==> config.mk <==
export PLATFORM = sky130hd
export DESIGN_NAME = hub75_top
export DESIGN_NICKNAME = d
export VERILOG_FILES = /design/src/rtl/hub75_pixel_pkg.sv /design/src/rtl/hub75_cmd_pkg.sv /design/src/rtl/cmd_decode.sv /design/src/rtl/frame_store.sv /design/src/rtl/scan_timing.sv /design/src/rtl/bitplane_out.sv /design/src/rtl/hub75_top.sv
export VERILOG_INCLUDE_DIRS = /design/src /design/src/rtl
export SDC_FILE = /design/constraint.sdc
export NUM_CORES = 2
export LEC_CHECK = 0
export BUFFER_PORTS_ARGS = -buffer_cell sky130_fd_sc_hd__buf_2
export CAP_MARGIN = 10
export CORE_ASPECT_RATIO = 1.75
export CORE_UTILIZATION = 55
export CTS_BUF_LIST = sky130_fd_sc_hd__clkbuf_8
export CTS_CLUSTER_DIAMETER = 150
export DETAILED_ROUTE_END_ITERATION = 12
export GPL_TIMING_DRIVEN = 0
export HOLD_SLACK_MARGIN = 0.03
export PLACE_DENSITY = 0.7
export SYNTH_ARGS = -nofsm -noshare
export SYNTH_HDL_FRONTEND = slang
export SYNTH_HIERARCHICAL = 1
export SYNTH_SLANG_ARGS = --single-unit
==> constraint.sdc <==
create_clock -name clk_root -period 4.6 [get_ports clk_root]
set_input_delay 0.23 -clock clk_root [delete_from_list [all_inputs] [get_ports clk_root]]
set_output_delay 0.23 -clock clk_root [all_outputs]
set_load 0.03 [all_outputs]
==> src/rtl/hub75_cfg.svh <==
// geometry and refresh timing of the 16x8 panel, four row pairs deep
// COL_BITS and ROW_BITS must stay consistent with COLS and ROW_PAIRS
`ifndef HUB75_CFG_SVH
`define HUB75_CFG_SVH

// panel geometry
`define HUB75_COLS 16
`define HUB75_COL_BITS 4
`define HUB75_ROW_PAIRS 4
`define HUB75_ROW_BITS 2

// bitplane modulation
`define HUB75_PLANES 4
`define HUB75_BASE_TICKS 4   // plane p is lit for BASE_TICKS << p cycles

// read address to panel pins, store read plus output register
`define HUB75_PIPE_DEPTH 2

`endif

==> src/rtl/hub75_pixel_pkg.sv <==
// pixel, color and address types shared by the datapath
// rgb_t carries red in bit 2 and blue in bit 0
`default_nettype none
`include "hub75_cfg.svh"

package hub75_pixel_pkg;

    localparam int n_planes = `HUB75_PLANES;

    typedef struct packed {
        logic [4:0] red;
        logic [5:0] green;
        logic [4:0] blue;
    } rgb565_t;

    typedef struct packed {
        logic [7:0] hi;   // first byte on the wire
        logic [7:0] lo;
    } byte_pair_t;

    // filled bytewise by the parser, read as color fields by the output stage
    typedef union packed {
        rgb565_t    rgb;
        byte_pair_t bytes;
    } pixel_word_u;

    typedef logic [`HUB75_COL_BITS-1:0] col_addr_t;
    typedef logic [`HUB75_ROW_BITS-1:0] row_addr_t;
    typedef logic [$clog2(`HUB75_PLANES)-1:0] plane_t;
    typedef logic [2:0] rgb_t;    // {red, green, blue}

    // row pair in the upper bits, column below
    typedef logic [`HUB75_ROW_BITS+`HUB75_COL_BITS-1:0] store_addr_t;

endpackage

`default_nettype wire

==> src/rtl/hub75_cmd_pkg.sv <==
// command byte encodings and parser states
// all arguments are single bytes and follow the opcode directly
`default_nettype none
`include "hub75_cfg.svh"

package hub75_cmd_pkg;

    localparam logic [7:0] op_pixel    = 8'h50;  // x, y, hi, lo
    localparam logic [7:0] op_channels = 8'h43;  // arg[2:0] is rgb enable
    localparam logic [7:0] op_planes   = 8'h42;  // arg[3:0] is plane enable

    typedef logic [`HUB75_PLANES-1:0] plane_mask_t;

    typedef enum logic [2:0] {
        idle,
        arg_x,
        arg_y,
        arg_hi,
        arg_lo,
        arg_mask
    } parse_state_t;

endpackage

`default_nettype wire

==> src/rtl/cmd_decode.sv <==
// byte stream parser, one byte per rx_valid strobe with no back-pressure
// unknown opcodes in idle are dropped and bits above the address range are ignored
`timescale 1ns/1ps
`default_nettype none

module cmd_decode (
    input  wire                              clk_root,
    input  wire                              arst_n,
    input  wire [7:0]                        rx_byte,
    input  wire                              rx_valid,
    output logic                             wr_en,
    output logic                             wr_half,
    output hub75_pixel_pkg::store_addr_t     wr_addr,
    output hub75_pixel_pkg::pixel_word_u     wr_data,
    output hub75_pixel_pkg::rgb_t            rgb_enable,
    output hub75_cmd_pkg::plane_mask_t       plane_enable
);

    localparam int col_w = $bits(hub75_pixel_pkg::col_addr_t);
    localparam int row_w = $bits(hub75_pixel_pkg::row_addr_t);

    hub75_cmd_pkg::parse_state_t state;
    logic mask_planes;   // arg_mask goes to plane_enable when set

    always_ff @(posedge clk_root or negedge arst_n) begin
        if (!arst_n) begin
            state        <= hub75_cmd_pkg::idle;
            mask_planes  <= 1'b0;
            wr_en        <= 1'b0;
            rgb_enable   <= '1;
            plane_enable <= '1;
        end else begin
            wr_en <= 1'b0;
            if (rx_valid) begin
                case (state)
                    hub75_cmd_pkg::idle: begin
                        case (rx_byte)
                            hub75_cmd_pkg::op_pixel: state <= hub75_cmd_pkg::arg_x;
                            hub75_cmd_pkg::op_channels: begin
                                state       <= hub75_cmd_pkg::arg_mask;
                                mask_planes <= 1'b0;
                            end
                            hub75_cmd_pkg::op_planes: begin
                                state       <= hub75_cmd_pkg::arg_mask;
                                mask_planes <= 1'b1;
                            end
                            default: state <= hub75_cmd_pkg::idle;
                        endcase
                    end
                    hub75_cmd_pkg::arg_x:  state <= hub75_cmd_pkg::arg_y;
                    hub75_cmd_pkg::arg_y:  state <= hub75_cmd_pkg::arg_hi;
                    hub75_cmd_pkg::arg_hi: state <= hub75_cmd_pkg::arg_lo;
                    hub75_cmd_pkg::arg_lo: begin
                        state <= hub75_cmd_pkg::idle;
                        wr_en <= 1'b1;   // word complete, store next cycle
                    end
                    hub75_cmd_pkg::arg_mask: begin
                        if (mask_planes) begin
                            plane_enable <= rx_byte[$bits(hub75_cmd_pkg::plane_mask_t)-1:0];
                        end else begin
                            rgb_enable <= rx_byte[2:0];
                        end
                        state <= hub75_cmd_pkg::idle;
                    end
                    default: state <= hub75_cmd_pkg::idle;
                endcase
            end
        end
    end

    // coordinates and data land straight in the write port registers
    always_ff @(posedge clk_root) begin
        if (rx_valid) begin
            case (state)
                hub75_cmd_pkg::arg_x: wr_addr[col_w-1:0] <= rx_byte[col_w-1:0];
                hub75_cmd_pkg::arg_y: begin
                    wr_addr[col_w +: row_w] <= rx_byte[row_w-1:0];
                    wr_half <= rx_byte[row_w];   // y 4..7 is the bottom half
                end
                hub75_cmd_pkg::arg_hi: wr_data.bytes.hi <= rx_byte;
                hub75_cmd_pkg::arg_lo: wr_data.bytes.lo <= rx_byte;
                default: ;
            endcase
        end
    end

    // a pixel takes five bytes, so two stores can never be back to back
    a_wr_single: assert property (@(posedge clk_root) disable iff (!arst_n)
        wr_en |=> !wr_en)
        else $error("wr_en high on two consecutive cycles");

endmodule

`default_nettype wire

==> src/rtl/frame_store.sv <==
// two 64-word banks for the top and bottom half, contents undefined after power-up
// both banks are read at the same address with one cycle of latency
`timescale 1ns/1ps
`default_nettype none

module frame_store (
    input  wire                              clk_root,
    input  wire                              wr_en,
    input  wire                              wr_half,
    input  wire hub75_pixel_pkg::store_addr_t wr_addr,
    input  wire hub75_pixel_pkg::pixel_word_u wr_data,
    input  wire hub75_pixel_pkg::store_addr_t rd_addr,
    output hub75_pixel_pkg::pixel_word_u     rd_top,
    output hub75_pixel_pkg::pixel_word_u     rd_bottom
);

    localparam int depth = 2 ** $bits(hub75_pixel_pkg::store_addr_t);

    // bank 0 is rows 0..3, bank 1 is rows 4..7
    hub75_pixel_pkg::pixel_word_u mem [2][depth];

    always_ff @(posedge clk_root) begin
        if (wr_en) begin
            mem[wr_half][wr_addr] <= wr_data;
        end
    end

    // paired read port, same row pair and column from both halves
    always_ff @(posedge clk_root) begin
        rd_top    <= mem[0][rd_addr];
        rd_bottom <= mem[1][rd_addr];
    end

endmodule

`default_nettype wire

==> src/rtl/scan_timing.sv <==
// shift, latch, display sequencer for one plane at a time
// panel control lines are delayed by HUB75_PIPE_DEPTH to match the rgb pipeline
`timescale 1ns/1ps
`default_nettype none
`include "hub75_cfg.svh"

module scan_timing (
    input  wire                              clk_root,
    input  wire                              arst_n,
    output hub75_pixel_pkg::store_addr_t     rd_addr,
    output hub75_pixel_pkg::plane_t          plane,
    output logic                             clk_pixel,
    output logic                             row_latch,
    output logic                             oe_n,
    output hub75_pixel_pkg::row_addr_t       row_addr
);

    localparam logic [1:0] ph_shift = 2'd0;
    localparam logic [1:0] ph_latch = 2'd1;
    localparam logic [1:0] ph_disp  = 2'd2;

    // longest display period is the last plane
    localparam int disp_w = $clog2((`HUB75_BASE_TICKS << (`HUB75_PLANES - 1)) + 1);
    localparam int row_w = $bits(hub75_pixel_pkg::row_addr_t);
    localparam int ctl_w = 3 + row_w;
    localparam logic [ctl_w-1:0] ctl_reset = {3'b001, {row_w{1'b0}}};  // oe_n high

    logic [1:0]                     phase;
    hub75_pixel_pkg::col_addr_t     col;
    logic                           half;       // second cycle of a column
    hub75_pixel_pkg::plane_t        plane_cnt;
    hub75_pixel_pkg::row_addr_t     row;
    hub75_pixel_pkg::row_addr_t     row_shown;  // row on the panel since last latch
    hub75_pixel_pkg::row_addr_t     row_now;
    logic [disp_w-1:0]              disp_cnt;
    logic [ctl_w-1:0]               ctl_now;
    logic [ctl_w-1:0]               ctl_pipe [`HUB75_PIPE_DEPTH];

    always_ff @(posedge clk_root or negedge arst_n) begin
        if (!arst_n) begin
            phase     <= ph_shift;
            col       <= '0;
            half      <= 1'b0;
            plane_cnt <= '0;
            row       <= '0;
            row_shown <= '0;
            disp_cnt  <= '0;
        end else begin
            case (phase)
                ph_shift: begin
                    half <= ~half;
                    if (half) begin
                        if (col == hub75_pixel_pkg::col_addr_t'(`HUB75_COLS - 1)) begin
                            col   <= '0;
                            phase <= ph_latch;
                        end else begin
                            col <= col + 1'b1;
                        end
                    end
                end
                ph_latch: begin
                    row_shown <= row;
                    disp_cnt  <= (disp_w'(`HUB75_BASE_TICKS) << plane_cnt) - 1'b1;
                    phase     <= ph_disp;
                end
                ph_disp: begin
                    if (disp_cnt == '0) begin
                        phase <= ph_shift;
                        if (plane_cnt == hub75_pixel_pkg::plane_t'(`HUB75_PLANES - 1)) begin
                            plane_cnt <= '0;
                            row <= (row == row_w'(`HUB75_ROW_PAIRS - 1)) ? '0 : row + 1'b1;
                        end else begin
                            plane_cnt <= plane_cnt + 1'b1;
                        end
                    end else begin
                        disp_cnt <= disp_cnt - 1'b1;
                    end
                end
                default: phase <= ph_shift;
            endcase
        end
    end

    assign rd_addr = {row, col};
    assign row_now = (phase == ph_latch) ? row : row_shown;  // switch with the latch
    assign ctl_now = {phase == ph_shift && half, phase == ph_latch, phase != ph_disp, row_now};

    always_ff @(posedge clk_root or negedge arst_n) begin
        if (!arst_n) begin
            for (int i = 0; i < `HUB75_PIPE_DEPTH; i++) begin
                ctl_pipe[i] <= ctl_reset;
            end
            plane <= '0;
        end else begin
            ctl_pipe[0] <= ctl_now;
            for (int i = 1; i < `HUB75_PIPE_DEPTH; i++) begin
                ctl_pipe[i] <= ctl_pipe[i-1];
            end
            plane <= plane_cnt;   // lines up with the store read data
        end
    end

    assign {clk_pixel, row_latch, oe_n, row_addr} = ctl_pipe[`HUB75_PIPE_DEPTH-1];

    // the panel is dark while latching and lights up right after
    a_latch_dark: assert property (@(posedge clk_root) disable iff (!arst_n)
        row_latch |-> oe_n ##1 !oe_n)
        else $error("row_latch not framed by display off then on");

endmodule

`default_nettype wire

==> src/rtl/bitplane_out.sv <==
// picks the bit of the current plane from each channel, top bits of each field
// masks apply one cycle after they change and outputs are registered
`timescale 1ns/1ps
`default_nettype none

module bitplane_out (
    input  wire                              clk_root,
    input  wire                              arst_n,
    input  wire hub75_pixel_pkg::pixel_word_u rd_top,
    input  wire hub75_pixel_pkg::pixel_word_u rd_bottom,
    input  wire hub75_pixel_pkg::plane_t      plane,
    input  wire hub75_pixel_pkg::rgb_t        rgb_enable,
    input  wire hub75_cmd_pkg::plane_mask_t   plane_enable,
    output hub75_pixel_pkg::rgb_t            rgb_top,
    output hub75_pixel_pkg::rgb_t            rgb_bottom
);

    // bit (width - planes + p) of each field, so red[1+p], green[2+p], blue[1+p]
    function automatic hub75_pixel_pkg::rgb_t pick_plane(
        input hub75_pixel_pkg::pixel_word_u px,
        input hub75_pixel_pkg::plane_t      p
    );
        hub75_pixel_pkg::rgb565_t c;
        c = px.rgb;
        return {c.red[$bits(c.red) - hub75_pixel_pkg::n_planes + int'(p)],
                c.green[$bits(c.green) - hub75_pixel_pkg::n_planes + int'(p)],
                c.blue[$bits(c.blue) - hub75_pixel_pkg::n_planes + int'(p)]};
    endfunction

    logic plane_on;

    assign plane_on = plane_enable[plane];

    always_ff @(posedge clk_root or negedge arst_n) begin
        if (!arst_n) begin
            rgb_top    <= '0;
            rgb_bottom <= '0;
        end else begin
            rgb_top    <= plane_on ? (pick_plane(rd_top, plane) & rgb_enable) : '0;
            rgb_bottom <= plane_on ? (pick_plane(rd_bottom, plane) & rgb_enable) : '0;
        end
    end

endmodule

`default_nettype wire

==> src/rtl/hub75_top.sv <==
// HUB75 driver for a 16x8 panel, 1/4 scan, four bitplanes per channel
// bytes come in already framed and are never stalled, everything runs on clk_root
`timescale 1ns/1ps
`default_nettype none

module hub75_top (
    input  wire                              clk_root,
    input  wire                              arst_n,
    input  wire [7:0]                        rx_byte,
    input  wire                              rx_valid,
    output hub75_pixel_pkg::rgb_t            rgb_top,
    output hub75_pixel_pkg::rgb_t            rgb_bottom,
    output logic                             clk_pixel,
    output logic                             row_latch,
    output logic                             oe_n,
    output hub75_pixel_pkg::row_addr_t       row_addr
);

    // parser to store and output stage
    logic                           wr_en;
    logic                           wr_half;
    hub75_pixel_pkg::store_addr_t   wr_addr;
    hub75_pixel_pkg::pixel_word_u   wr_data;
    hub75_pixel_pkg::rgb_t          rgb_enable;
    hub75_cmd_pkg::plane_mask_t     plane_enable;

    // scan side
    hub75_pixel_pkg::store_addr_t   rd_addr;
    hub75_pixel_pkg::pixel_word_u   rd_top;
    hub75_pixel_pkg::pixel_word_u   rd_bottom;
    hub75_pixel_pkg::plane_t        plane;

    cmd_decode u_cmd_decode (
        .clk_root     (clk_root),
        .arst_n       (arst_n),
        .rx_byte      (rx_byte),
        .rx_valid     (rx_valid),
        .wr_en        (wr_en),
        .wr_half      (wr_half),
        .wr_addr      (wr_addr),
        .wr_data      (wr_data),
        .rgb_enable   (rgb_enable),
        .plane_enable (plane_enable)
    );

    frame_store u_frame_store (
        .clk_root  (clk_root),
        .wr_en     (wr_en),
        .wr_half   (wr_half),
        .wr_addr   (wr_addr),
        .wr_data   (wr_data),
        .rd_addr   (rd_addr),
        .rd_top    (rd_top),
        .rd_bottom (rd_bottom)
    );

    scan_timing u_scan_timing (
        .clk_root  (clk_root),
        .arst_n    (arst_n),
        .rd_addr   (rd_addr),
        .plane     (plane),
        .clk_pixel (clk_pixel),
        .row_latch (row_latch),
        .oe_n      (oe_n),
        .row_addr  (row_addr)
    );

    bitplane_out u_bitplane_out (
        .clk_root     (clk_root),
        .arst_n       (arst_n),
        .rd_top       (rd_top),
        .rd_bottom    (rd_bottom),
        .plane        (plane),
        .rgb_enable   (rgb_enable),
        .plane_enable (plane_enable),
        .rgb_top      (rgb_top),
        .rgb_bottom   (rgb_bottom)
    );

endmodule

`default_nettype wire

==> results.sh <==
export IMPL_vias=37000
export IMPL_grt_pass1_vias=38300
export IMPL_syn_inst=3186
export IMPL_multiInputGateArea_sq_mm=0.0156
export IMPL_worst_pin_slew_ps=1350
export IMPL_layout_min_cycle_time_ps=4560
export IMPL_fin_crit_sh_pct=99.0
export IMPL_io_buffers=21
export IMPL_cp_max_fo=9
export IMPL_setup_violations=0
export IMPL_cpPeakStageDelay_ps=980
export IMPL_gr_total_overflow=0
export IMPL_area_growth_pct=14.8
export IMPL_clk_pin_slew_ps=70
export IMPL_drt_initial_drc_count=4245
export IMPL_die_x_um=277
export IMPL_path_class="register to register"
export IMPL_seqCellArea_sq_mm=0.0562
export IMPL_critPathLaunchType="register"
export IMPL_power_density_mw_per_mm2=389
export IMPL_drive_gt1_share_pct=34.2
export IMPL_io_pins=22
export IMPL_path_cells="buf_2 > buf_1 > clkbuf_1 > mux4_2 > a22oi_1 > o211ai_1"
export IMPL_clock_latency_ps=1000
export IMPL_cts_buffer_depth=4
export IMPL_syn_area_per_cell_sq_um=22.8
export IMPL_grt_start_max_net_pins=41
export IMPL_antenna_found_initial=5
export IMPL_drc=0
export IMPL_place_ws_ps=-1.89
export IMPL_routabilityCongestion=0.969
export IMPL_grt_pass1_wl_mm=291
export IMPL_fin_ws_ps=44.2
export IMPL_synth_fp_nets=3206
export IMPL_cts_root_buf="clkbuf_8"
export IMPL_cts_max_level=5
export IMPL_place_inst=5073
export IMPL_die_y_um=483
export IMPL_fmax_ghz=0.220
export IMPL_relSlewSlack_pct=10.1
export IMPL_cts_tree="built"
export IMPL_clkSinkCount=1888
export IMPL_syn_area_sq_mm=0.0726
export IMPL_rsz0062_at_grt="no"
export IMPL_end_kind="register"
export IMPL_wl_per_cell_um=38.5
export IMPL_cts_made_buffers=275
export IMPL_vdd_drop_max_mv=0.287
export IMPL_ys_warnings_count=6
export IMPL_placed_cell_area_sq_mm=0.0783
export IMPL_fillCellCount=8555
export IMPL_finalHoldViolations=0
export IMPL_dpl_hpwl_mm=154
export IMPL_crit_path_top_delay_cell="clkbuf_1"
export IMPL_drtPass1Iterations=6
export IMPL_slew_viol_final=0
export IMPL_leakage_nw=26.8
export IMPL_initial_utilization_pct=55.3
export IMPL_viasPerCell=6.66
export IMPL_finish_instance_area_sq_mm=0.0833
export IMPL_core_area_sq_mm=0.131
export IMPL_drtAntennaViolNets=0
export IMPL_rows=176
export IMPL_outcome="finished, final reports clean"
export IMPL_hold_path_class="primary input to register"
export IMPL_tns_ps=0
export IMPL_die_area_sq_mm=0.133
export IMPL_skew_ps=52.4
export IMPL_cts_setup_buffers=0
export IMPL_worst_ep_arrival_time_ps=5340
export IMPL_final_cells=5553
export IMPL_max_cap_violations=0
export IMPL_grt_total_usage_pct=32.6
export IMPL_wirelength_mm=214
export IMPL_layout_nets=3698
export IMPL_cp_required_ps=5390
[through the flow]
step | hold WS (ps) | power [mW] | utilization (%)
finish | 106 | 32.4 | 63.5
global route | 69.8 | 33.3 | 63.5
CTS | 38.1 | 32.6 | 63.5
detailed placement | 348 | 20.6 | 59.7
global placement | 332 | 20.3 | 57.0
floorplan | -65.6 | 19.9 | -
[worst paths after layout]
kind,cells past startpoint,end,slack [ps],from
min in group asynchronous,3,u_cmd_decode/rgb_enable[2],470,arst_n
worst max register to register,6,u_frame_store/rd_top[4],40,u_scan_timing/col[3]
max in group asynchronous,4,u_scan_timing/disp_cnt[5],3860,arst_n
worst min-delay path,2,u_cmd_decode/wr_data[3],110,rx_byte[3]
worst min register to register,0,u_scan_timing/row_latch,360,u_scan_timing/ctl_pipe[8]
worst max-delay path,6,u_frame_store/rd_top[4],40,u_scan_timing/col[3]
[power breakdown]
group	total (mW)	internal (mW)	switching [mW]	leakage, nW
Clock	12.2	6.08	6.08	2.76
Combinational	1.06	0.369	0.689	6.87
Sequential	19.2	19.1	0.113	17.1
[state kept, by name, indices dropped and copies added, names as in the netlist, 4 cells and up]
name,count
u_cmd_decode/wr_data,14
u_frame_store/mem,1792
u_cmd_decode/plane_enable,4
u_scan_timing/col,4
u_scan_timing/disp_cnt,6
u_cmd_decode/wr_addr,6
u_frame_store/rd_top,14
u_scan_timing/ctl_pipe,5
u_frame_store/rd_bottom,14
[worst max-delay path, delay by kind of cell, from the launching register on]
family,cells,cell delay [ps]
multiplexers,1,550
buffers and inverters,3,2300
flip-flops,1,620
AO/OA/AOI/OAI,2,890
[routing by layer]
layer	vias to the layer above	global-route usage, %	wire, um
li1	14400	-	-
met2	2343	56.2	110000
met5	-	0	0
met4	0	26.9	20900
met1	19500	35.3	66600
met3	674	6.05	16800
[cell usage in the layout, fill, tap and decap left out, types with 18 or more instances in the layout]
cell type / count
buf_8: 78
o211ai_1: 35
buf_16: 62
buf_2: 79
dlygate4sd3_1: 18
nand3_1: 26
mux2_2: 40
mux2i_1: 50
clkbuf_8: 284
clkbuf_1: 66
buf_6: 33
mux4_2: 515
clkinv_1: 52
nand2_1: 91
a22oi_1: 33
edfxtp_1: 1813
buf_4: 35
nor2_1: 50
dfxtp_1: 28
clkinv_2: 33
inv_1: 90
nor2_2: 101
buf_1: 21
dfrtp_1: 38
[what timing repair did]
action,CTS,global route
gates resized for setup,0,2
hold buffers,19,0
setup endpoints to repair,0,1
hold endpoints to repair,101,0
[layout make-up]
class | instances | area share [%]
flip-flops and latches | 1888 | 67.4
diodes | 4 | 0.0120
repair buffers | 215 | 4.30
plain buffers | 190 | 1.23
clock inverters | 174 | 1.08
multi-input cells | 1090 | 18.7
well taps | 1691 | 2.54
clock buffers | 283 | 4.67
inverters | 18 | 0.0811
No activity file was read; power rests on OpenSTA's default activity.
